--- src/design/video_pkg.sv ---
// **************************************************
// shared video types, coordinates are signed 16 bit
// line buffer address is 10 bits, so H_RES <= 1024
// **************************************************
package video_pkg;

    // screen coordinate, blanking runs negative, active starts at 0
    typedef logic signed [15:0] coord_t;

    // line buffer address, wide enough for 640 pixels
    typedef logic [9:0] lb_addr_t;

    // 12-bit colour
    typedef struct packed {
        logic [3:0] red;    // red channel
        logic [3:0] green;  // green channel
        logic [3:0] blue;   // blue channel
    } rgb_t;

    // test pattern select, latched once per frame
    typedef enum logic [1:0] {
        PAT_BARS     = 2'd0,  // 8 colour bars, 8 px wide
        PAT_CHECKER  = 2'd1,  // 8x8 black/white squares
        PAT_GRADIENT = 2'd2,  // red ramps on x, green on y
        PAT_XOR      = 2'd3   // grey from x xor y
    } pattern_t;

    // video out of the scanout stage, 15 bits
    typedef struct packed {
        logic hsync;  // polarity as configured
        logic vsync;  // polarity as configured
        logic de;     // active video
        rgb_t rgb;    // zero outside de
    } video_t;

    // line render request, 17 bits
    typedef struct packed {
        coord_t line;  // visible row to draw
        logic   bank;  // buffer bank to fill
    } line_req_t;

    // one pixel write into the line buffer, 24 bits
    typedef struct packed {
        logic     en;    // write strobe
        logic     bank;  // target bank
        lb_addr_t addr;  // pixel index in the line
        rgb_t     rgb;   // pixel colour
    } lb_wr_t;

endpackage

--- src/design/pattern_gen.sv ---
// **************************************************
// renders one line per request, H_RES+2 cycles
// pattern is latched only with the row 0 request
// **************************************************
module pattern_gen #(
    parameter int H_RES = 640  // pixels per line
) (
    input  logic                 clk_pix,
    input  logic                 rst,
    input  video_pkg::pattern_t  pattern,   // requested pattern
    input  logic                 req,       // line request, four-phase
    input  video_pkg::line_req_t line_req,  // row and bank, stable while req
    output logic                 ack,       // line written
    output video_pkg::lb_wr_t    wr         // pixel write to buffer
);
    import video_pkg::*;

    typedef enum logic [1:0] {
        IDLE = 2'd0,  // waiting for req
        DRAW = 2'd1,  // one pixel per cycle
        DONE = 2'd2   // ack held until req drops
    } state_t;

    localparam lb_addr_t H_LAST = lb_addr_t'(H_RES - 1);

    state_t   state;
    lb_addr_t px;       // pixel being drawn
    coord_t   row;      // latched row
    logic     bank;     // latched bank
    pattern_t cur_pat;  // pattern for this frame

    // colour rule, x and y are visible coordinates
    function automatic rgb_t pixel_colour(lb_addr_t x, coord_t y, pattern_t pat);
        rgb_t c;
        c = '0;
        case (pat)
            PAT_BARS: begin  // bar index is x[5:3]
                c.red   = {4{x[3]}};
                c.green = {4{x[4]}};
                c.blue  = {4{x[5]}};
            end
            PAT_CHECKER:  c = {12{x[3] ^ y[3]}};  // white or black
            PAT_GRADIENT: begin
                c.red   = x[3:0];
                c.green = y[3:0];
            end
            PAT_XOR: begin
                c.red   = x[3:0] ^ y[3:0];
                c.green = c.red;  // grey
                c.blue  = c.red;
            end
            default: c = '0;
        endcase
        return c;
    endfunction

    // control FSM
    always_ff @(posedge clk_pix) begin
        if (rst) begin
            state  <= IDLE;
            ack    <= 1'b0;
            wr.en  <= 1'b0;
        end else begin
            wr.en <= 1'b0;
            case (state)
                IDLE: if (req) state <= DRAW;  // accept
                DRAW: begin
                    wr.en <= 1'b1;
                    if (px == H_LAST) begin
                        state <= DONE;
                        ack   <= 1'b1;  // last write lands with ack
                    end
                end
                DONE: if (!req) begin
                    ack   <= 1'b0;
                    state <= IDLE;
                end
                default: state <= IDLE;
            endcase
        end
    end

    // request latch and pixel datapath
    always_ff @(posedge clk_pix) begin
        if (state == IDLE && req) begin
            row  <= line_req.line;
            bank <= line_req.bank;
            px   <= '0;
            if (line_req.line == 16'sd0) cur_pat <= pattern;  // frame boundary
        end
        if (state == DRAW) begin
            wr.bank <= bank;
            wr.addr <= px;
            wr.rgb  <= pixel_colour(px, row, cur_pat);
            px      <= px + 10'd1;
        end
    end

    // buffer holds H_RES pixels per bank
    a_wr_addr: assert property (@(posedge clk_pix) disable iff (rst)
        wr.en |-> int'(wr.addr) < H_RES)
        else $error("pattern_gen: write address %0d out of line", wr.addr);

endmodule

--- config.mk ---
export PLATFORM = sky130hd
export DESIGN_NAME = pattern_gen
export DESIGN_NICKNAME = d
export VERILOG_FILES = /design/src/design/video_pkg.sv /design/src/design/pattern_gen.sv
export SDC_FILE = /design/constraint.sdc
export NUM_CORES = 1
export LEC_CHECK = 0
export CORE_MARGIN = 4
export CORE_UTILIZATION = 50
export DETAILED_ROUTE_END_ITERATION = 8
export DONT_BUFFER_PORTS = 1
export SETUP_SLACK_MARGIN = 0.02
export SYNTH_ARGS = -nofsm -noshare
export SYNTH_HDL_FRONTEND = slang
export SYNTH_SLANG_ARGS = --single-unit
--- constraint.sdc ---
create_clock -name clk_pix -period 2.9 [get_ports clk_pix]
set_input_delay 0.58 -clock clk_pix [delete_from_list [all_inputs] [get_ports clk_pix]]
set_output_delay 0.58 -clock clk_pix [all_outputs]
set_load 0.005 [all_outputs]
==> results.json <==
{
  "worstSkewPairLatency_ns": 0.29,
  "p_sw_mw": 0.285,
  "hold_viol": 0,
  "status": "completed",
  "slew-limit-headroom": 0.395,
  "finalClockSkew_ns": 0.00733,
  "maxCapViolCount": 0,
  "port_buffers": 0,
  "gp_congestion": 0.774,
  "htree_levels": 2,
  "worst-setup-path-type": "reg2reg",
  "grt_pass1_wl_um": 5930,
  "cts_buffer_depth": 2,
  "dp_hpwl_um": 2490,
  "netlist_top_cells_count": "edfxtp_1 (40), nor2_1 (10), a21oi_1 (9)",
  "yosys.area.top_type": "edfxtp_1",
  "rsz0062_at_grt": "false",
  "grt_max_degree": 26,
  "syn_nets": 174,
  "fp.dieH_um": 71.1,
  "via_per_inst": 5.69,
  "cts_tree": "done",
  "cts_resized": 0,
  "fin_setup_tns_ns": 0,
  "power_mw": 1.32,
  "grt_usage": 0.151,
  "design.portCount": 47,
  "cp-end-kind": "register",
  "dp_worst_setup_slack_ns": 0.984,
  "crit_path_max_fanout": 25,
  "placed_cell_area_mm2": 0.00201,
  "syn_avg_cell_area_um2": 13.2,
  "grt_pass1_vias": 1190,
  "drive_gt1_frac": 0.105,
  "fmax_mhz": 533,
  "cp-start-kind": "register",
  "seqPwrFrac": 0.598,
  "internal_power_mw": 1.04,
  "ys_seq_elements": 44,
  "netlist_instances": 151,
  "routedWlPerCell_um": 16.9,
  "fin_crit_sh": 0.647,
  "syn_area_mm2": 0.00199,
  "stdcell_area_mm2": 0.00213,
  "p_per_area_mw_per_mm2": 621,
  "ys.warnings.count": 0,
  "synth-main-ff-cell": "edfxtp_1",
  "rows": 22,
  "synthTopCellsByArea": "edfxtp_1 (60%), dfxtp_1 (4.0%), xnor2_1 (3.1%)",
  "cts_sinks": 44,
  "hold-worst-slack_ns": 0.348,
  "finalSetupViolations": 0,
  "fin_util": 0.568,
  "worst_pin_slew_ns": 0.907,
  "ys_seq_area_frac": 0.644,
  "start_util": 0.532,
  "antenna_left": 0,
  "drc_errors": 0,
  "worst_slack_ns": 1.02,
  "antenna_found_initial": 0,
  "place_inst": 192,
  "p_comb_frac": 0.060,
  "die-area_mm2": 0.00505,
  "die_w_um": 71.1,
  "synth.top_cell.area_share": 0.603,
  "slew_violations": 0,
  "fin_cells": 200,
  "p_sw_frac": 0.216,
  "clockRootBuffer": "clkbuf_8",
  "critPathArrivalTime_ns": 1.93,
  "grt-ovfl-total": 0,
  "max-vdd-ir-drop_mv": 0.315,
  "core_area_mm2": 0.00374,
  "post-cts-setup-buffers": 0,
  "async_flop_share": 0,
  "hold_path_class": "in2reg",
  "synth_edf_count": 40,
  "dr.pass1.iters": 4,
  "clkPwrFrac": 0.341,
  "clk_pin_slew_worst_paths_ns": 0.08,
  "layout.nets": 174,
  "area_delta_synth_final_pct": 6.79,
  "numCtsBuffers": 5,
  "dr_total_vias": 1137,
  "p_leak_nw": 0.713,
  "diodes": 0,
  "drt_iter0_drc": 81,
  "drt_wl_total_um": 3380,
  "cts_hold_buf": 0,
  "synthMostInstantiatedCell": "edfxtp_1",
  "min_period_ns": 1.88,
  "cp_data_required_time_ns": 2.95,
  "yosysUniqueCellTypes": 42
}
## placed cells by master, fill, tap and decap left out, types with 4 or more instances in the layout
cell type	n
inv_1	4
nand2_1	7
o21ai_0	5
a21oi_1	9
xnor2_1	7
xor2_1	4
nor2_1	10
nor4_1	6
edfxtp_1	40
mux2i_1	4
clkbuf_8	5
dfxtp_1	4
## cell families (layout without fill, tap and decap cells)
family	Yosys count	after routing	share of synthesized area
fa+ha+maj	1	1	0.00628
simple gates	49	49	0.154
compound gates	30	30	0.0980
buf+inv	12	13	0.0295
mux	4	4	0.0201
xor+xnor	11	11	0.0484
flops	44	44	0.644
## area by class of cell
class,count,area (µm²)
multi-input cells,95,651
repair buffers,1,7.51
well taps,48,60.1
fillers,312,1620
inverters,4,15.0
flip-flops and latches,44,1280
clock inverters,3,42.5
clock buffers,5,68.8
## path summary, 6_finish.rpt
check,from,end,slack (ns),cells past startpoint
max,state[1]$_SDFFE_PP0P_,px[1]$_SDFFCE_PN0P_,1.02,3
min,rst,ack$_SDFFE_PP0P_,0.35,1
max reg2reg,state[1]$_SDFFE_PP0P_,px[1]$_SDFFCE_PN0P_,1.02,3
min reg2reg,bank$_DFFE_PP_,wr[22]$_DFFE_PP_,0.44,0
## sequential cells by signal (all words and copies together) (netlist names)
name	count
px	10
ack	1
cur_pat	2
row	4
wr	24
bank	1
state	2
## power groups by stage
stage          clock network [mW]  registers, mW  logic, mW
6_report                    0.451          0.790     0.0796
5_1_grt                     0.507          0.799     0.0917
3_3_place_gp                    0          0.804     0.0793
2_1_floorplan                   0          0.782     0.0807
3_5_place_dp                    0          0.807     0.0808
4_1_cts                     0.468          0.792     0.0816
## critical path: stages (launching register included)
cell,delay (ns)
dfxtp_1,0.41
nand2b_1,0.38
inv_1,0.51
and2_1,0.34
## layer usage
layer | vias to the layer above | wire [µm] | GRT usage
li1 | 567 | - | -
met1 | 523 | 1490 | 0.192
met2 | 45 | 1640 | 0.228
met3 | 2 | 224 | 0.0696
met4 | 0 | 24 | 0.0501
met5 | - | 0 | 0
Power figures use the tool's default switching activity.
