$ cat src/design/video_pkg.sv
// **************************************************
// shared video types, coordinates are signed 16 bit
// line buffer address is 10 bits, so H_RES <= 1024
// **************************************************
package video_pkg;

    // screen coordinate, blanking runs negative, active starts at 0
    typedef logic signed [15:0] coord_t;

    // line buffer address, wide enough for 640 pixels
    typedef logic [9:0] lb_addr_t;

    // 12-bit colour
    typedef struct packed {
        logic [3:0] red;    // red channel
        logic [3:0] green;  // green channel
        logic [3:0] blue;   // blue channel
    } rgb_t;

    // test pattern select, latched once per frame
    typedef enum logic [1:0] {
        PAT_BARS     = 2'd0,  // 8 colour bars, 8 px wide
        PAT_CHECKER  = 2'd1,  // 8x8 black/white squares
        PAT_GRADIENT = 2'd2,  // red ramps on x, green on y
        PAT_XOR      = 2'd3   // grey from x xor y
    } pattern_t;

    // video out of the scanout stage, 15 bits
    typedef struct packed {
        logic hsync;  // polarity as configured
        logic vsync;  // polarity as configured
        logic de;     // active video
        rgb_t rgb;    // zero outside de
    } video_t;

    // line render request, 17 bits
    typedef struct packed {
        coord_t line;  // visible row to draw
        logic   bank;  // buffer bank to fill
    } line_req_t;

    // one pixel write into the line buffer, 24 bits
    typedef struct packed {
        logic     en;    // write strobe
        logic     bank;  // target bank
        lb_addr_t addr;  // pixel index in the line
        rgb_t     rgb;   // pixel colour
    } lb_wr_t;

endpackage

$ cat src/design/display_timing.sv
// **************************************************
// outputs registered, sx/sy delayed to line up with them
// H_POL/V_POL 0 gives active low syncs
// **************************************************
module display_timing #(
    parameter int H_RES  = 640,   // active pixels
    parameter int V_RES  = 480,   // active lines
    parameter int H_FP   = 16,    // horizontal front porch
    parameter int H_SYNC = 96,    // horizontal sync width
    parameter int H_BP   = 48,    // horizontal back porch
    parameter int V_FP   = 10,    // vertical front porch
    parameter int V_SYNC = 2,     // vertical sync lines
    parameter int V_BP   = 33,    // vertical back porch
    parameter bit H_POL  = 1'b0,  // 1 for positive hsync
    parameter bit V_POL  = 1'b0   // 1 for positive vsync
) (
    input  logic              clk_pix,
    input  logic              rst,
    output logic              hsync,  // horizontal sync
    output logic              vsync,  // vertical sync
    output logic              de,     // data enable
    output logic              frame,  // first pixel of frame
    output logic              line,   // first blanking pixel of each line
    output video_pkg::coord_t sx,     // horizontal position
    output video_pkg::coord_t sy      // vertical position
);
    import video_pkg::*;

    // horizontal landmarks, blanking before 0
    localparam coord_t H_STA  = coord_t'(0 - H_FP - H_SYNC - H_BP);
    localparam coord_t HS_STA = coord_t'(0 - H_SYNC - H_BP);  // after front porch
    localparam coord_t HS_END = coord_t'(0 - H_BP);           // first back porch pixel
    localparam coord_t HA_END = coord_t'(H_RES - 1);

    // vertical landmarks
    localparam coord_t V_STA  = coord_t'(0 - V_FP - V_SYNC - V_BP);
    localparam coord_t VS_STA = coord_t'(0 - V_SYNC - V_BP);
    localparam coord_t VS_END = coord_t'(0 - V_BP);
    localparam coord_t VA_END = coord_t'(V_RES - 1);

    coord_t x;   // running column
    coord_t y;   // running row
    logic   hs_win;  // inside hsync window
    logic   vs_win;  // inside vsync window

    // sync runs from the end of the front porch up to the back porch
    assign hs_win = (x >= HS_STA) && (x < HS_END);
    assign vs_win = (y >= VS_STA) && (y < VS_END);

    always_ff @(posedge clk_pix) begin
        if (rst) begin
            hsync <= ~H_POL;  // inactive level
            vsync <= ~V_POL;
            de    <= 1'b0;
            frame <= 1'b0;
            line  <= 1'b0;
        end else begin
            hsync <= hs_win ? H_POL : ~H_POL;
            vsync <= vs_win ? V_POL : ~V_POL;
            de    <= (y >= 0) && (x >= 0);  // both in active area
            frame <= (y == V_STA) && (x == H_STA);
            line  <= (x == H_STA);
        end
    end

    // position counter, wraps at last active pixel / line
    always_ff @(posedge clk_pix) begin
        if (rst) begin
            x <= H_STA;
            y <= V_STA;
        end else if (x == HA_END) begin
            x <= H_STA;
            y <= (y == VA_END) ? V_STA : y + 16'sd1;
        end else begin
            x <= x + 16'sd1;
        end
    end

    // one cycle behind x/y, same stage as the syncs
    always_ff @(posedge clk_pix) begin
        if (rst) begin
            sx <= H_STA;
            sy <= V_STA;
        end else begin
            sx <= x;
            sy <= y;
        end
    end

endmodule

$ cat config.mk
export PLATFORM = sky130hd
export DESIGN_NAME = display_timing
export DESIGN_NICKNAME = d
export VERILOG_FILES = /design/src/design/video_pkg.sv /design/src/design/display_timing.sv
export SDC_FILE = /design/constraint.sdc
export NUM_CORES = 1
export LEC_CHECK = 0
export CORE_ASPECT_RATIO = 2
export CORE_MARGIN = 3
export CORE_UTILIZATION = 50
export CTS_CLUSTER_SIZE = 14
export DETAILED_ROUTE_END_ITERATION = 7
export DONT_BUFFER_PORTS = 1
export RECOVER_POWER = 100
export SETUP_SLACK_MARGIN = 0.2
export SLEW_MARGIN = 20
export SYNTH_ARGS = -nofsm -noshare
export SYNTH_HDL_FRONTEND = slang
export SYNTH_SLANG_ARGS = --single-unit
$ cat constraint.sdc
create_clock -name clk_pix -period 4.88 [get_ports clk_pix]
set_input_delay 0 -clock clk_pix [delete_from_list [all_inputs] [get_ports clk_pix]]
set_output_delay 0 -clock clk_pix [all_outputs]
set_load 0.005 [all_outputs]
==> out/metrics.cfg, run 1 <==
[outcome]
status=finished, final reports clean

[critical_path]
slowest_delay_ns=1.04
setup.worst_path.start_class=input port
worst-setup-path-type=in -> reg
critical-path-slowest-cell=clkbuf_1
endpoint_kind=flip-flop
worstPathMaxFanout=37
path_cells=dlygate4sd3_1 -> clkbuf_1 -> clkinv_1 -> nand2_1 -> nor2_1
required_ns=5.11
crit_path_arrival_time_ns=2.72

[pwr]
p_int_mw=0.889
p_comb_share_pct=1.9
clock_power_share_pct=46.2
power.share.switching_pct=19.5
p_sw_mw=0.216
vdd.ir_drop.worst_mv=0.282
p_leak_nw=1.11
pwr_cell_area_nw_per_um2=391
design_power_total_mw=1.10
power_frac_seq_pct=51.8

[drt]
detail_route.vias_per_cell=5.42
routed_wl_mm=5.24
drt_pre_antenna_iters=4
postRouteAntennaNets=0
num_vias=1811
detail_route.drc_violations=0
routedWlPerCell_um=15.7
detail_route.iter0.violations=53

[die]
std_cell_rows=36
die_h_um=107
coreArea_um2=4910
dieArea_um2=6080
floorplan.die.width_um=56.7
io_pins=39
initial_utilization_pct=52.3

[sta]
final_min_period_over_clock_period_pct=50.9
rsz0062_at_grt=no
timing.final.setup_violations=0
clock_skew_ns=0.00608
final_hold_viol_count=0
slew_headroom_pct=5.73
max_frequency_mhz=403
final_period_minus_worst_setup_slack_ns=2.48
final.hold.worst_slack_ns=0.466
finalMaxSlewViolations=0
setup_tns_ns=0
worstMarginPinSlew_ns=1.41

[clock_network]
clock_tree.htree_level_count=3
cts_sinks=69
cts_made_buffers=9
post_cts.resized_instances=0
cts_post_setup_buffers_inserted=0
clock_transition_at_path_regs_ns=0.07
insertion_delay_of_the_later_clocked_pin_in_the_worst_skew_pair_ns=0.34
clock-root-buffer=clkbuf_8
cts_buffer_depth=2
tritoncts_clock_tree=built

[placement]
placedInstanceArea_um2=2590
placement.io_buffers=0
routabilityCongestion=0.803
place.detailed.hpwl_mm=3.71

[final_layout]
n_antenna_cell=0
layout.cell_area.non_filler_um2=2830
layout-drive-gt1-share_pct=14.1
final_core_utilization_pct=57.6
finish.net_count=279
area_growth_syn_to_layout_pct=10.2

[logic_synthesis]
yosysUniqueCellTypes=41
syn_area_um2=2570
postSynth.asyncResetShare_pct=0
ys_warn_count=0
avgSynthCellArea_um2=9.61
synth_top_flop_cell=dfxtp_1
synth_edf_count=0
netlist_instances=267
net_count_of_the_mapped_netlist=274
synth.yosys.seq_area_share_pct=53.8
number_of_flip_flops_and_latches_in_the_synthesized_netlist=69

[job]
timing.max_cap.violations=0

[global_route]
global_route.usage.total_pct=18.7
grt_pass1_vias=1721
grt_start_max_net_pins=38
grt_overflow=0
grt_pass1_wl_mm=8.37
antenna_found_initial=0

[worst_hold_path]
holdCritPathClass=reg -> reg

[per-stage QoR]
stage               worst slack (ns)  cells
floorplan                       3.00    267
global placement                2.68    315
detailed placement              2.64    315
CTS                             2.64    334
global route                    2.22    334
finish                          2.40    334
[flip-flops by register name, indices dropped and copies added, names as in the netlist]
| signal | flops |
|---|---|
| hsync | 1 |
| de | 1 |
| sy | 16 |
| x | 16 |
| frame | 1 |
| line | 1 |
| vsync | 1 |
| sx | 16 |
| y | 16 |
[cells by family after synthesis]
group	Yosys count	share of synthesized area, %
xor gates and xnor gates	17	5.80
DFF	69	53.8
AOI/OAI and AO/OA	26	6.09
buffers and inverters	19	3.17
and+or+nand+nor	131	28.7
adders and majority gates	5	2.44
[layer usage]
metal / GRT usage, % / vias up / wire length, um
met1: 17.7 / 853 / 1950
met4: 12.4 / 0 / 140
met5: 0 / - / 0
met3: 4.44 / 12 / 166
met2: 34.4 / 38 / 2990
li1: - / 908 / -
[power by group through the flow]
| stage | Clock [mW] | Combinational (mW) | Sequential (mW) |
|---|---|---|---|
| finish | 0.511 | 0.0211 | 0.573 |
| global route | 0.548 | 0.0236 | 0.573 |
| CTS | 0.528 | 0.0243 | 0.573 |
| detailed placement | 0 | 0.0165 | 0.586 |
| global placement | 0 | 0.0166 | 0.586 |
| floorplan | 0 | 0.0169 | 0.583 |
[layout make-up]
type                    instances  area [um^2]
clock buffers                  12          155
repair buffers                  3         23.8
fillers                       441         2080
well taps                      57         71.3
multi-input cells             179         1090
clock inverters                 4         70.1
flip-flops and latches         69         1380
inverters                      10         37.5
[worst max-delay path, delay by kind of cell]
family,cells,cell delay (ns)
buf+inv,3,2.31
simple gates,2,0.41
[cells in the mapped netlist (all sizes together) (4+ instances only)]
library cell	number	area [um^2]
a21oi	10	61.3
xnor2	12	105
nand2	30	113
nand3	14	75.1
inv	8	30.0
or3	4	32.5
or2	18	113
clkbuf	5	18.8
xor2	5	43.8
nor2b	8	50.1
o21ai	9	45.0
and3	8	51.3
buf	4	25.0
nor2	18	75.1
dfxtp	69	1380
nor3	6	35.0
nand4	6	37.5
ha	5	62.6
and4	7	61.3
[final timing paths]
path,to,slack [ns],cells after the start,startpoint
worst min-delay path,sy[8]$_SDFF_PP1_,0.47,1,y[8]$_SDFFE_PP1N_
worst max-delay path,x[2]$_SDFF_PP0_,2.40,5,rst
worst max register to register,y[11]$_SDFFE_PP1N_,2.50,6,x[0]$_SDFF_PP0_
worst min register to register,sy[8]$_SDFF_PP1_,0.47,1,y[8]$_SDFFE_PP1N_
[cell usage in the layout, fill, tap and decap left out, types with 2 or more instances in the layout]
cell type	netlist	final
bufinv_16	0	2
dfxtp_1	69	69
nand3_1	13	13
a31oi_1	3	3
nand4_1	6	6
and2_1	3	2
ha_1	5	5
xnor2_1	12	12
and4_1	7	7
nor2_1	17	17
or2_2	17	17
nor3_1	5	5
clkinv_1	2	2
nor4b_1	3	3
and3_1	7	7
o21ai_0	6	9
or3_2	2	2
nor2b_1	8	8
inv_1	8	8
nand2_1	30	30
xor2_1	5	5
clkbuf_1	5	2
dlygate4sd3_1	0	2
clkbuf_8	0	11
clkinv_2	0	2
nor4_1	3	3
a21oi_1	9	10
[timing repair]
action,4_1_cts,5_1_grt
endpoints found under the hold margin,62,0
setup endpoints to repair,0,0
hold buffers,3,0
(Power assumes the default switching activity.)
==> inputs of run 2 (changes only) <==
==> constraint.sdc (replaced) <==
create_clock -name clk_pix -period 2.3 [get_ports clk_pix]
set_input_delay 0 -clock clk_pix [delete_from_list [all_inputs] [get_ports clk_pix]]
set_output_delay 0 -clock clk_pix [all_outputs]
set_load 0.005 [all_outputs]
==> run 2 against run 1 <==
Effect of this change: first-iteration DRC count is 9.4% lower; global-route usage hardly changed; core utilization is 0.89 points higher; highest routed layer unchanged; final cell count is 2.1% higher; critical endpoint is now frame$_SDFF_PP0_; routed wire length is 1.6% lower; combinational power is 130% higher; non-clock buffer count is 7 higher; largest cell class unchanged.
==> out/metrics.cfg, run 2 (synthesis gave the netlist of run 1 again) <==
[outcome]
status=finished, final reports clean  ; unchanged

[clock_network]
post_cts.resized_instances=0  ; unchanged
clock_transition_at_path_regs_ns=0.07  ; about the same
clock_tree.htree_level_count=3  ; unchanged
cts_buffer_depth=2  ; unchanged
cts_post_setup_buffers_inserted=0  ; unchanged
cts_made_buffers=9  ; unchanged
insertion_delay_of_the_later_clocked_pin_in_the_worst_skew_pair_ns=0.35  ; was 0.34 ns
cts_sinks=69  ; unchanged
post_cts_hold_buffer_count=3  ; unchanged
clock-root-buffer=clkbuf_8  ; unchanged
tritoncts_clock_tree=built  ; unchanged

[die]
coreArea_um2=4910  ; unchanged
dieArea_um2=6080  ; unchanged
io_pins=39  ; unchanged
std_cell_rows=36  ; unchanged
die_h_um=107  ; unchanged
floorplan.die.width_um=56.7  ; unchanged
initial_utilization_pct=52.3  ; unchanged

[pwr]
pwr_cell_area_nw_per_um2=820  ; was 391 nW/um^2
power_frac_seq_pct=51.6  ; was 51.8%
p_sw_mw=0.465  ; was 0.216 mW
p_comb_share_pct=2.1  ; was 1.9%
p_int_mw=1.89  ; was 0.889 mW
power.share.switching_pct=19.7  ; was 19.5%
design_power_total_mw=2.35  ; was 1.10 mW
vdd.ir_drop.worst_mv=0.653  ; was 0.282 mV
p_leak_nw=1.13  ; was 1.11 nW
clock_power_share_pct=46.4  ; was 46.2%

[global_route]
antenna_found_initial=0  ; unchanged
grt_pass1_vias=1804  ; was 1721
top_usage_layer=met2  ; unchanged
grt_start_max_net_pins=38  ; unchanged
use_met3_pct=5.88  ; was 4.44%
groute.layer.met1.usage_pct=17.6  ; was 17.7%
global_route.usage.met2_pct=34.9  ; was 34.4%
grt_overflow=0  ; unchanged
grt_pass1_wl_mm=8.49  ; was 8.37 mm
global_route.usage.total_pct=18.7  ; about the same

[sta]
max_frequency_mhz=498
worstMarginPinSlew_ns=0.402  ; was 1.41 ns
slew_headroom_pct=73.0  ; was 5.73%
rsz0062_at_grt=no  ; unchanged
final_period_minus_worst_setup_slack_ns=2.01
clock_skew_ns=0.00947  ; was 0.00608 ns
final_min_period_over_clock_period_pct=87.4
final_hold_viol_count=0  ; unchanged
finalMaxSlewViolations=0  ; unchanged
timing.final.setup_violations=0  ; unchanged
setup_tns_ns=0  ; unchanged

[drt]
detail_route.iter0.violations=48  ; was 53
postRouteAntennaNets=0  ; unchanged
num_vias=1854  ; was 1811
drt_pre_antenna_iters=4  ; unchanged
routed_wl_mm=5.15  ; was 5.24 mm
detail_route.vias_per_cell=5.44  ; was 5.42
detail_route.drc_violations=0  ; unchanged
routedWlPerCell_um=15.1  ; was 15.7 um

[final_layout]
n_antenna_cell=0  ; unchanged
total_area_of_multi_input_combinational_cells_um2=1080  ; was 1090 um^2
layout_commonest_cell=dfxtp_1  ; unchanged
commonest_non_fill_non_tap_cells_in_the_layout=dfxtp_1, nand2_1, or2_2, nor2_1, nand3_1  ; unchanged
layout-drive-gt1-share_pct=14.4  ; was 14.1%
ff_latch_area_um2=1380  ; unchanged
area_growth_syn_to_layout_pct=11.9  ; was 10.2%
finish.net_count=286  ; was 279
post_layout_nonfiller_instances=341  ; was 334
fillerInstances=451  ; was 441

[worst_hold_path]
holdCritPathClass=reg -> reg  ; unchanged

[critical_path]
timing.rr.end=frame$_SDFF_PP0_  ; was y[11]$_SDFFE_PP1N_
worst-setup-path-type=reg -> reg  ; was in -> reg
crit-reg2reg-launch=x[9]$_SDFF_PP1_  ; was x[0]$_SDFF_PP0_
required_ns=2.59  ; was 5.11 ns
critical_path.startpoint=x[9]$_SDFF_PP1_  ; was rst
crit_path_arrival_time_ns=2.30  ; was 2.72 ns
worstPathMaxFanout=5  ; was 37
r2r_slack_ns=0.29  ; was 2.50 ns
cp-endpoint=frame$_SDFF_PP0_  ; was x[2]$_SDFF_PP0_
setup.worst_path.start_class=flip-flop  ; was input port
endpoint_kind=flip-flop  ; unchanged
rr_worst_depth=5  ; was 6

[placement]
routabilityCongestion=0.804  ; was 0.803
placedCellCount=322  ; was 315
placement.io_buffers=0  ; unchanged
place.detailed.hpwl_mm=3.73  ; was 3.71 mm

[job]
timing.max_cap.violations=0  ; unchanged

## run 2: power by group through the flow
stage               Sequential [mW]  Clock, mW  Combinational (mW)
global placement               1.24          0              0.0361
global route                   1.21       1.17              0.0546
CTS                            1.21       1.12              0.0519
floorplan                      1.24          0              0.0359
finish                         1.21       1.09              0.0483
detailed placement             1.24          0              0.0355
## run 2: worst min path at each step
stage                           start                to  slack, ns  depth (start not counted)
detailed placement                rst  sx[1]$_SDFF_PP0_       0.08                          1
floorplan               de$_SDFF_PP0_                de       0.28                          0
global placement                  rst  sx[0]$_SDFF_PP0_       0.08                          1
CTS                   x[0]$_SDFF_PP0_   x[0]$_SDFF_PP0_       0.49                          1
finish                x[0]$_SDFF_PP0_   x[0]$_SDFF_PP0_       0.48                          1
global route        y[8]$_SDFFE_PP1N_  sy[8]$_SDFF_PP1_       0.50                          1
## run 2: cell type report
cell class                      instances  area share, %
Clock buffer                           12           5.40
Inverter                               10           1.31
Clock inverter                          4           2.44
Multi-Input combinational cell        179           37.7
Timing Repair Buffer                   10           2.57
Sequential cell                        69           48.1
Tap cell                               57           2.48
## run 2: layer usage
metal  wire length (um)  vias up
li1                   -      933
met1               1910      874
met2               2950       36
met3                184       11
met4                109        0
met5                  0        -
## run 2: worst max-delay path: stages, from the launching register on
cell and delay [ns]:
dfxtp_1 0.43, nand3_1 0.17, or3_1 0.39, or4b_1 0.61, nor2_4 0.15, and4_1 0.19
## run 2: per-stage QoR
step	instance area [um^2]	worst slack [ns]	util (%)	hold WS, ns
2_1_floorplan	2570	0.423	-	0.284
3_3_place_gp	2650	0.384	53.9	0.0776
3_5_place_dp	2650	0.390	53.9	0.0779
4_1_cts	2910	0.377	59.3	0.486
5_1_grt	2870	0.156	58.5	0.496
6_report	2870	0.291	58.5	0.481
