$ cat src/design/video_pkg.sv
// **************************************************
// shared video types, coordinates are signed 16 bit
// line buffer address is 10 bits, so H_RES <= 1024
// **************************************************
package video_pkg;

    // screen coordinate, blanking runs negative, active starts at 0
    typedef logic signed [15:0] coord_t;

    // line buffer address, wide enough for 640 pixels
    typedef logic [9:0] lb_addr_t;

    // 12-bit colour
    typedef struct packed {
        logic [3:0] red;    // red channel
        logic [3:0] green;  // green channel
        logic [3:0] blue;   // blue channel
    } rgb_t;

    // test pattern select, latched once per frame
    typedef enum logic [1:0] {
        PAT_BARS     = 2'd0,  // 8 colour bars, 8 px wide
        PAT_CHECKER  = 2'd1,  // 8x8 black/white squares
        PAT_GRADIENT = 2'd2,  // red ramps on x, green on y
        PAT_XOR      = 2'd3   // grey from x xor y
    } pattern_t;

    // video out of the scanout stage, 15 bits
    typedef struct packed {
        logic hsync;  // polarity as configured
        logic vsync;  // polarity as configured
        logic de;     // active video
        rgb_t rgb;    // zero outside de
    } video_t;

    // line render request, 17 bits
    typedef struct packed {
        coord_t line;  // visible row to draw
        logic   bank;  // buffer bank to fill
    } line_req_t;

    // one pixel write into the line buffer, 24 bits
    typedef struct packed {
        logic     en;    // write strobe
        logic     bank;  // target bank
        lb_addr_t addr;  // pixel index in the line
        rgb_t     rgb;   // pixel colour
    } lb_wr_t;

endpackage

$ cat src/design/pixel_out.sv
// **************************************************
// video out lags sx/sy and syncs by exactly 2 cycles
// a late ack leaves the stale bank on screen
// **************************************************
module pixel_out #(
    parameter int H_RES = 640,  // active pixels
    parameter int V_RES = 480   // active lines
) (
    input  logic                 clk_pix,
    input  logic                 rst,
    input  logic                 hsync,     // from timing
    input  logic                 vsync,
    input  logic                 de,
    input  logic                 line,      // start of line
    input  video_pkg::coord_t    sx,        // beam column
    input  video_pkg::coord_t    sy,        // beam row
    input  logic                 ack,       // render finished
    output logic                 req,       // render request
    output video_pkg::line_req_t line_req,  // row and back bank
    output logic                 rd_bank,   // front bank
    output video_pkg::lb_addr_t  rd_addr,   // read column
    input  video_pkg::rgb_t      rd_rgb,    // one cycle after rd_addr
    output video_pkg::video_t    video      // aligned output
);
    import video_pkg::*;

    coord_t next_row;  // row rendered during this line
    logic   next_vis;  // next row is on screen
    logic   front;     // bank being scanned
    logic   ready;     // back bank holds a finished line
    logic   hs_q;      // syncs, stage 1
    logic   vs_q;
    logic   de_q;

    assign next_row = sy + 16'sd1;
    assign next_vis = (next_row >= 16'sd0) && (next_row < coord_t'(V_RES));

    // handshake and bank bookkeeping
    always_ff @(posedge clk_pix) begin
        if (rst) begin
            req   <= 1'b0;
            front <= 1'b0;
            ready <= 1'b0;
        end else begin
            if (req && ack) begin  // drop req, then renderer drops ack
                req   <= 1'b0;
                ready <= 1'b1;
            end
            if (line) begin
                if (ready) front <= ~front;  // swap in the new line
                ready <= 1'b0;
                if (next_vis) req <= 1'b1;
            end
        end
    end

    // request payload, back bank is the one not shown after the swap
    always_ff @(posedge clk_pix) begin
        if (line && next_vis) begin
            line_req.line <= next_row;
            line_req.bank <= ready ? front : ~front;
        end
    end

    assign rd_bank = front;
    assign rd_addr = de ? sx[9:0] : '0;  // park at 0 in blanking

    // stage 1 meets the RAM read, stage 2 is the output register
    always_ff @(posedge clk_pix) begin
        hs_q        <= hsync;
        vs_q        <= vsync;
        de_q        <= de;
        video.hsync <= hs_q;
        video.vsync <= vs_q;
        video.de    <= de_q;
        video.rgb   <= de_q ? rd_rgb : '0;  // black in blanking
        if (rst) begin
            de_q      <= 1'b0;
            video.de  <= 1'b0;
            video.rgb <= '0;
        end
    end

    // four-phase rule, no new req before the old ack has gone
    a_req_ack: assert property (@(posedge clk_pix) disable iff (rst)
        $rose(req) |-> !ack)
        else $error("pixel_out: req raised while ack still high");

    // render must finish inside one line period
    a_req_late: assert property (@(posedge clk_pix) disable iff (rst)
        line |-> !req)
        else $error("pixel_out: line %0d request still open", line_req.line);

    // timing active width agrees with the buffer width
    a_de_col: assert property (@(posedge clk_pix) disable iff (rst)
        de |-> (sx >= 16'sd0) && (sx < coord_t'(H_RES)))
        else $error("pixel_out: de at column %0d", sx);

endmodule

$ cat config.mk
export PLATFORM = sky130hd
export DESIGN_NAME = pixel_out
export DESIGN_NICKNAME = d
export VERILOG_FILES = /design/src/design/video_pkg.sv /design/src/design/pixel_out.sv
export SDC_FILE = /design/constraint.sdc
export NUM_CORES = 1
export LEC_CHECK = 0
export ABC_AREA = 1
export ABC_CLOCK_PERIOD_IN_PS = 2100
export BUFFER_PORTS_ARGS = -buffer_cell sky130_fd_sc_hd__clkbuf_2
export CORE_ASPECT_RATIO = 0.9
export CORE_MARGIN = 10
export CORE_UTILIZATION = 35
export CTS_BUF_LIST = sky130_fd_sc_hd__clkbuf_4
export DETAILED_ROUTE_END_ITERATION = 8
export PLACE_DENSITY = 0.69
export RECOVER_POWER = 25
export SETUP_SLACK_MARGIN = 0.4
export SLEW_MARGIN = 20
export SYNTH_ARGS = -nofsm -noshare
export SYNTH_HDL_FRONTEND = slang
export SYNTH_SLANG_ARGS = --single-unit
$ cat constraint.sdc
create_clock -name clk_pix -period 2.1 [get_ports clk_pix]
set_input_delay 0.42 -clock clk_pix [delete_from_list [all_inputs] [get_ports clk_pix]]
set_output_delay 0.42 -clock clk_pix [all_outputs]
set_load 0.03 [all_outputs]
==> metrics.md, run 1 <==
| Metric | Value |
|---|---|
| Crit path largest cell delay | `0.20 ns` |
| Post-synthesis cell count | `201` |
| Most Frequent Cell on Critical Path | `nand2_1` |
| Nets@finish | `355` |
| Placed insts | `352` |
| Leakage | `1.30 nW` |
| CTS tree | `built` |
| GRT Total Usage | `10.8%` |
| Worst setup SP type | `input port` |
| Fillers | `423` |
| Reg-to-reg critical path startpoint | `de_q` |
| CP top delay family | `simple AND/OR/NAND/NOR gates` |
| Fmax achieved | `0.549 GHz` |
| # H-tree levels | `2` |
| Final Hold Vio Count | `0` |
| Placer Congestion | `0.853` |
| Chip height | `85.4 um` |
| Cell variety after synth | `21` |
| Post-synth ARST share | `0%` |
| Largest family of logic cells by synthesized area | `simple AND/OR/NAND/NOR gates` |
| Ys Warns | `0` |
| I/O Buffers | `88` |
| CP max stage cell | `clkbuf_1` |
| Worst path buffer plus inverter count | `3` |
| GR Overflow Total | `0` |
| Post-Route WL | `4450 um` |
| R2R setup slack | `1.29 ns` |
| Outcome | `finished clean` |
| CP Max Fanout | `7` |
| Max-slew violations | `0` |
| Antenna violations before repair | `0` |
| Critical path launch point | `sy[0]` |
| CP Cell Sequence | `clkbuf_1 -> ha_4 -> nand2_4 -> nor2_4 -> nand2_1 -> nand2_1 -> nand2_2 -> nor2_2 -> nand2_1 -> nor2_2 -> nand2_2 -> clkinvlp_4 -> clkbuf_16` |
| #FFs+latches synth | `38` |
| Min-delay src | `vsync` |
| PD cells | `618 mW/mm^2` |
| WP data arrival | `1.89 ns` |
| WHS Endpoint | `vs_q` |
| Final Instance Count excl. Fillers | `366` |
| Slew HR | `72.1%` |
| DR pass1 iterations | `4` |
| EDFF count, synth | `17` |
| Synth Flop Type | `dfxtp_1` |
| Total Power | `1.50 mW` |
| Layout cells sized above 1 | `41.4%` |
| Worst r2r dst | `video[5]` |
| Drc violations | `0` |
| Slew @ Worst Pin | `0.419 ns` |
| Row cnt | `23` |
| Num Clock Sinks | `38` |
| Wire per inst | `12.2 um` |
| IO Pins | `95` |
| Vias in the first global route | `1474` |
| Layout Utilization | `53.6%` |
| Hold depth | `1` |
| Hold_buf cts | `0` |
| Register area share after synthesis | `55.9%` |
| Starting Density | `36.8%` |
| Adder-cell share of the synthesized area | `0.752%` |
| Routed vias/inst | `4.20` |
| Root Driver | `clkbuf_4` |
| Post-synthesis mux area share | `0%` |
| Detailed Place HPWL | `3640 um` |
| Cells on worst reg2reg path | `2` |
| Post-Synthesis Cell Area | `0.00166 mm^2` |
| Pin count of the biggest net entering global routing | `16` |
| Setup TNS | `0 ns` |
| Compound-Gate Fraction of Synth Area | `1.95%` |
| Worst EP required | `2.17 ns` |
| Setup violations, final | `0` |
| Peak VDD IR | `0.333 mV` |
| First-pass GRT wire length | `6930 um` |
| Clock Skew | `0.0138 ns` |
| Setup Crit Path Kind | `input port to flip-flop` |
| Total die area | `0.00792 mm^2` |
| Detailed Route Iter0 Violations | `46` |
| CTS max path bufs | `2` |
| Pre-CTS worst setup slack | `0.0291 ns` |
| Core Region | `0.00452 mm^2` |
| Final WS setup | `0.277 ns` |
| Clock-pin slew on the worst setup and hold paths | `0.12 ns` |
| Max Cap Viol | `0` |
| Total vias in the final route | `1536` |
| Post-synthesis xor/xnor area fraction | `2.63%` |
| Critical Path End Type | `flip-flop` |
| Period minus WS final | `1.82 ns` |
| Min-delay worst type | `input port to flip-flop` |
| Synth Net Count | `253` |
| Area delta synth->final | `45.6%` |
| RSZ-0062 raised after global routing | `true` |
| Clock latency on the worst-skew pair | `0.33 ns` |
| CTS Buf Count | `5` |
| Synth Area in Simple Gates | `28.6%` |
| Tcrit/Tclk final | `86.8%` |
| ANT nets after route | `0` |
| Die Wd | `92.7 um` |
| Syn_area_per_cell | `8.28 um^2` |
| N_diodes | `0` |
[repair_timing]
action,CTS,global route
pin swaps,1,10
resized for setup,2,21
setup endpoints to repair,17,17
cloned,0,1
setup buffers,0,5
hold endpoints to repair,0,0
[routing by layer]
layer	part of all wire, %	up-vias	GRT usage [%]
met5	0	-	0
met4	1.4	0	4.34
met3	9.1	4	4.49
met2	47	59	17.8
met1	43	662	12.1
li1	-	811	-
[power breakdown]
part | internal [mW] | switching, mW
registers | 0.785 | 0.00279
logic | 0.0787 | 0.132
clock network | 0.252 | 0.247
total | 1.12 | 0.382
[final cells by class]
cell class	instances	area [um^2]	area share, %
sequential	38	931	38.4
multi-input combinational	118	622	25.7
timing repair buffer	97	548	22.6
inverter	43	165	6.81
tap	62	77.6	3.20
clock inverter	3	42.5	1.76
clock buffer	5	37.5	1.55
[synthesized netlist by cell type, types with 2 or more instances]
cell       n  area, um^2
nand4_1    5        31.3
nand3b_1   3        22.5
nand3_1   10        50.1
dfxtp_1   21         420
edfxtp_1  17         510
xor2_1     4        35.0
nand2_2    4        25.0
clkbuf_1   2        7.51
nand2_1   50         188
nor2_4     3        33.8
nor2_1    30         113
inv_1     43         161
[how the worst max path moves through the flow]
stage / to / slack (ns) / depth (start not counted)
floorplan: line_req[0] / 0.29 / 9
global route: line_req[1] / 0.20 / 13
CTS: line_req[3] / 0.41 / 13
global placement: line_req[2] / 0.05 / 13
finish: line_req[0] / 0.28 / 13
detailed placement: line_req[2] / 0.03 / 13
[layout by cell type, fill, tap and decap left out, types with 5 or more instances in the layout]
cell type / Yosys / layout
clkbuf_2: 0 / 83
nand2_1: 50 / 47
inv_1: 43 / 42
nor2_1: 30 / 23
dfxtp_1: 21 / 21
edfxtp_1: 17 / 17
nand3_1: 10 / 9
nor2_2: 1 / 7
buf_4: 0 / 7
clkbuf_4: 0 / 6
nand2_2: 4 / 5
nand4_1: 5 / 5
[cells by family (layout without fill, tap and decap cells)]
| group | Yosys count | count (layout) |
|---|---|---|
| simple gates | 107 | 107 |
| buf+inv | 45 | 148 |
| flops | 38 | 38 |
| compound gates | 5 | 5 |
| xor+xnor | 5 | 5 |
| fa+ha+maj | 1 | 1 |
[metrics by stage]
step	hold WS (ns)	area (um^2)
final	0.192	2420
after global routing	0.152	2420
after CTS	0.176	2320
after detailed placement	0.314	2240
after global placement	0.310	2240
after floorplan	0.310	1690
[state kept, by name, indices dropped and copies added (netlist names)]
signal,count
vs_q,1
line_req,17
hs_q,1
rd_bank,1
de_q,1
video,15
req,1
ready,1
[worst register-to-register path, stage by stage, from the launching register on]
cell and delay (ns):
dfxtp_1 0.32, nand2_1 0.30, nor2_1 0.07
(Power assumes the default switching activity.)
==> inputs of run 2 (changes only) <==
Settings changed: REMOVE_ABC_BUFFERS from default to 1, SLEW_MARGIN 20 to default.
==> run 2 against run 1 <==
Against the previous run: via count down 3.9%; die area unchanged; clock skew is 0.0050 ns lower; worst setup slack improved by 0.12 ns; register-to-register slack got worse by 0.02 ns; hold slack better by 0.0034 ns; core utilization shrank 3.3 points; critical endpoint is now line_req[16].
==> metrics.md, run 2 (same netlist as run 1, synthesis figures left out) <==
| Metric | Value |
|---|---|
| Slew @ Worst Pin | `0.409 ns (was 0.419 ns)` |
| Grt met2 use | `17.1% (was 17.8%)` |
| DR pass1 iterations | `4 (unchanged)` |
| Max Cap Viol | `0 (unchanged)` |
| CTS tree | `built (unchanged)` |
| CP Max Fanout | `11 (was 7)` |
| Clock-pin slew on the worst setup and hold paths | `0.11 ns (was 0.12 ns)` |
| WHS Endpoint | `hs_q (was vs_q)` |
| Clock Skew | `0.00882 ns (was 0.0138 ns)` |
| First-pass GRT wire length | `6350 um (was 6930 um)` |
| CP top delay family | `simple AND/OR/NAND/NOR gates (unchanged)` |
| Reg-to-reg critical path startpoint | `de_q (unchanged)` |
| Worst EP required | `2.16 ns (was 2.17 ns)` |
| Root Driver | `clkbuf_4 (unchanged)` |
| Worst path buffer plus inverter count | `3 (unchanged)` |
| Slew HR | `72.7% (was 72.1%)` |
| Largest regs | `line_req x17, video x15 (unchanged)` |
| Detailed Route Iter0 Violations | `23 (was 46)` |
| # Post-CTS Setup Buffers | `0 (unchanged)` |
| Largest register by flop count | `line_req (unchanged)` |
| Setup Crit Path Kind | `input port to flip-flop (unchanged)` |
| RSZ-0062 raised after global routing | `false (was true)` |
| Num Clock Sinks | `38 (unchanged)` |
| Post-Route WL | `3980 um (was 4450 um)` |
| PD cells | `584 mW/mm^2 (was 618 mW/mm^2)` |
| Area post-placement | `0.00221 mm^2 (was 0.00224 mm^2)` |
| Total Power | `1.33 mW (was 1.50 mW)` |
| Chip height | `85.4 um (unchanged)` |
| IO Pins | `95 (unchanged)` |
| Min-delay worst type | `input port to flip-flop (unchanged)` |
| Layout Utilization | `50.4% (was 53.6%)` |
| Setup TNS | `0 ns (unchanged)` |
| Tcrit/Tclk final | `81.1% (was 86.8%)` |
| # H-tree levels | `2 (unchanged)` |
| Pin count of the biggest net entering global routing | `14 (was 16)` |
| CTS max path bufs | `2 (unchanged)` |
| Hold depth | `1 (unchanged)` |
| Setup violations, final | `0 (unchanged)` |
| R2R setup slack | `1.27 ns (was 1.29 ns)` |
| N_diodes | `0 (unchanged)` |
| Worst setup SP type | `input port (unchanged)` |
| Row cnt | `23 (unchanged)` |
| CTS Buf Count | `5 (unchanged)` |
| Wire per inst | `11.0 um (was 12.2 um)` |
| Critical path launch point | `sy[0] (unchanged)` |
| Area delta synth->final | `36.8% (was 45.6%)` |
| Busiest grt layer | `met2 (unchanged)` |
| Nets@finish | `349 (was 355)` |
| Leakage | `1.25 nW (was 1.30 nW)` |
| GR Overflow Total | `0 (unchanged)` |
| Grt met3 use | `4.31% (was 4.49%)` |
| Crit path largest cell delay | `0.25 ns (was 0.20 ns)` |
| Finished Cell Area | `0.00228 mm^2 (was 0.00242 mm^2)` |
| Layout cells sized above 1 | `36.2% (was 41.4%)` |
| ANT nets after route | `0 (unchanged)` |
| Most Frequent Cell on Critical Path | `nand2_1 (unchanged)` |
| WP data arrival | `1.76 ns (was 1.89 ns)` |
| Clock latency on the worst-skew pair | `0.33 ns (about the same)` |
| CP Cell Sequence | `clkbuf_1 -> ha_1 -> nand2_4 -> nor2_4 -> nand4_1 -> nand2_1 -> nand3_1 -> nor2_1 -> nand2_1 -> inv_2 -> buf_12 (was clkbuf_1 -> ha_4 -> nand2_4 -> nor2_4 -> nand2_1 -> nand2_1 -> nand2_2 -> nor2_2 -> nand2_1 -> nor2_2 -> nand2_2 -> clkinvlp_4 -> clkbuf_16)` |
| Placer Congestion | `0.808 (was 0.853)` |
| I/O Buffers | `88 (unchanged)` |
| Detailed Place HPWL | `3490 um (was 3640 um)` |
| Total die area | `0.00792 mm^2 (unchanged)` |
| Vias in the first global route | `1459 (was 1474)` |
| Hold_buf cts | `0 (unchanged)` |
| CP max stage cell | `ha_1 (was clkbuf_1)` |
| Core Region | `0.00452 mm^2 (unchanged)` |
| GRT Total Usage | `9.81% (was 10.8%)` |
| Grt met1 use | `10.2% (was 12.1%)` |
| Antenna violations before repair | `0 (unchanged)` |
| Max reg flops | `17 (unchanged)` |
| Critical Path End Type | `flip-flop (unchanged)` |
| Total vias in the final route | `1476 (was 1536)` |
| Outcome | `finished clean (unchanged)` |
| Max-slew violations | `0 (unchanged)` |
| Routed vias/inst | `4.10 (was 4.20)` |
| Peak VDD IR | `0.217 mV (was 0.333 mV)` |
| Drc violations | `0 (unchanged)` |
| Fillers | `466 (was 423)` |
| Final Hold Vio Count | `0 (unchanged)` |
| Worst r2r dst | `video[12] (was video[5])` |
| Fmax achieved | `0.587 GHz (was 0.549 GHz)` |
| Most common cell after layout, fill and taps aside | `clkbuf_2 (unchanged)` |
| Period minus WS final | `1.70 ns (was 1.82 ns)` |
| Cells on worst reg2reg path | `2 (unchanged)` |
| Starting Density | `36.8% (unchanged)` |
| Min-delay src | `hsync (was vsync)` |
| Most frequent cells in the layout | `clkbuf_2 (85), nand2_1 (50), inv_1 (42), nor2_1 (30), dfxtp_1 (21) (was clkbuf_2 (83), nand2_1 (47), inv_1 (42), nor2_1 (23), dfxtp_1 (21))` |
| Die Wd | `92.7 um (unchanged)` |
run 2: timing repair:
item                                    4_1_cts  5_1_grt
endpoints found under the setup margin        7       17
pin swaps                                     0        2
resized for setup                             1        6
run 2: worst max-delay path by stage:
stage	to	slack, ns	depth (start not counted)
after global routing	line_req[3]	0.29	12
after global placement	line_req[11]	0.02	12
after CTS	line_req[15]	0.40	13
final	line_req[16]	0.40	11
after floorplan	line_req[0]	0.08	10
after detailed placement	line_req[15]	0.003	12
run 2: report_power, final:
part           total [mW]  internal, mW  switching, mW
Combinational       0.192        0.0685          0.123
Sequential          0.788         0.785        0.00310
Clock               0.349         0.125          0.224
Total                1.33         0.979          0.350
run 2: metrics by stage:
step | instances | setup slack [ns] | hold slack (ns)
6_report | 360 | 0.396 | 0.195
5_1_grt | 360 | 0.285 | 0.167
4_1_cts | 360 | 0.404 | 0.175
3_5_place_dp | 352 | 0.00311 | 0.318
3_3_place_gp | 352 | 0.0219 | 0.312
2_1_floorplan | 199 | 0.0820 | 0.310
run 2: metal layers:
| metal | part of all wire (%) | up-vias | routed length [um] |
|---|---|---|---|
| li1 | - | 799 | - |
| met1 | 42 | 617 | 1670 |
| met2 | 47 | 54 | 1890 |
| met3 | 9.2 | 6 | 365 |
| met4 | 1.4 | 0 | 56 |
| met5 | 0 | - | 0 |
run 2: final cells by class:
cell class	count	area, um^2	share of cell area [%]
well taps	62	77.6	3.41
clock inverters	3	16.3	0.715
clock buffers	5	37.5	1.65
inverters	43	161	7.09
multi-input cells	118	577	25.3
repair buffers	91	475	20.9
flip-flops and latches	38	931	40.9
run 2: worst reg2reg max path, delay by kind of cell, from the launching register on:
| family | cells | cell delay [ns] |
|---|---|---|
| flip-flops | 1 | 0.32 |
| AND/OR/NAND/NOR | 1 | 0.30 |
| buffers and inverters | 1 | 0.08 |
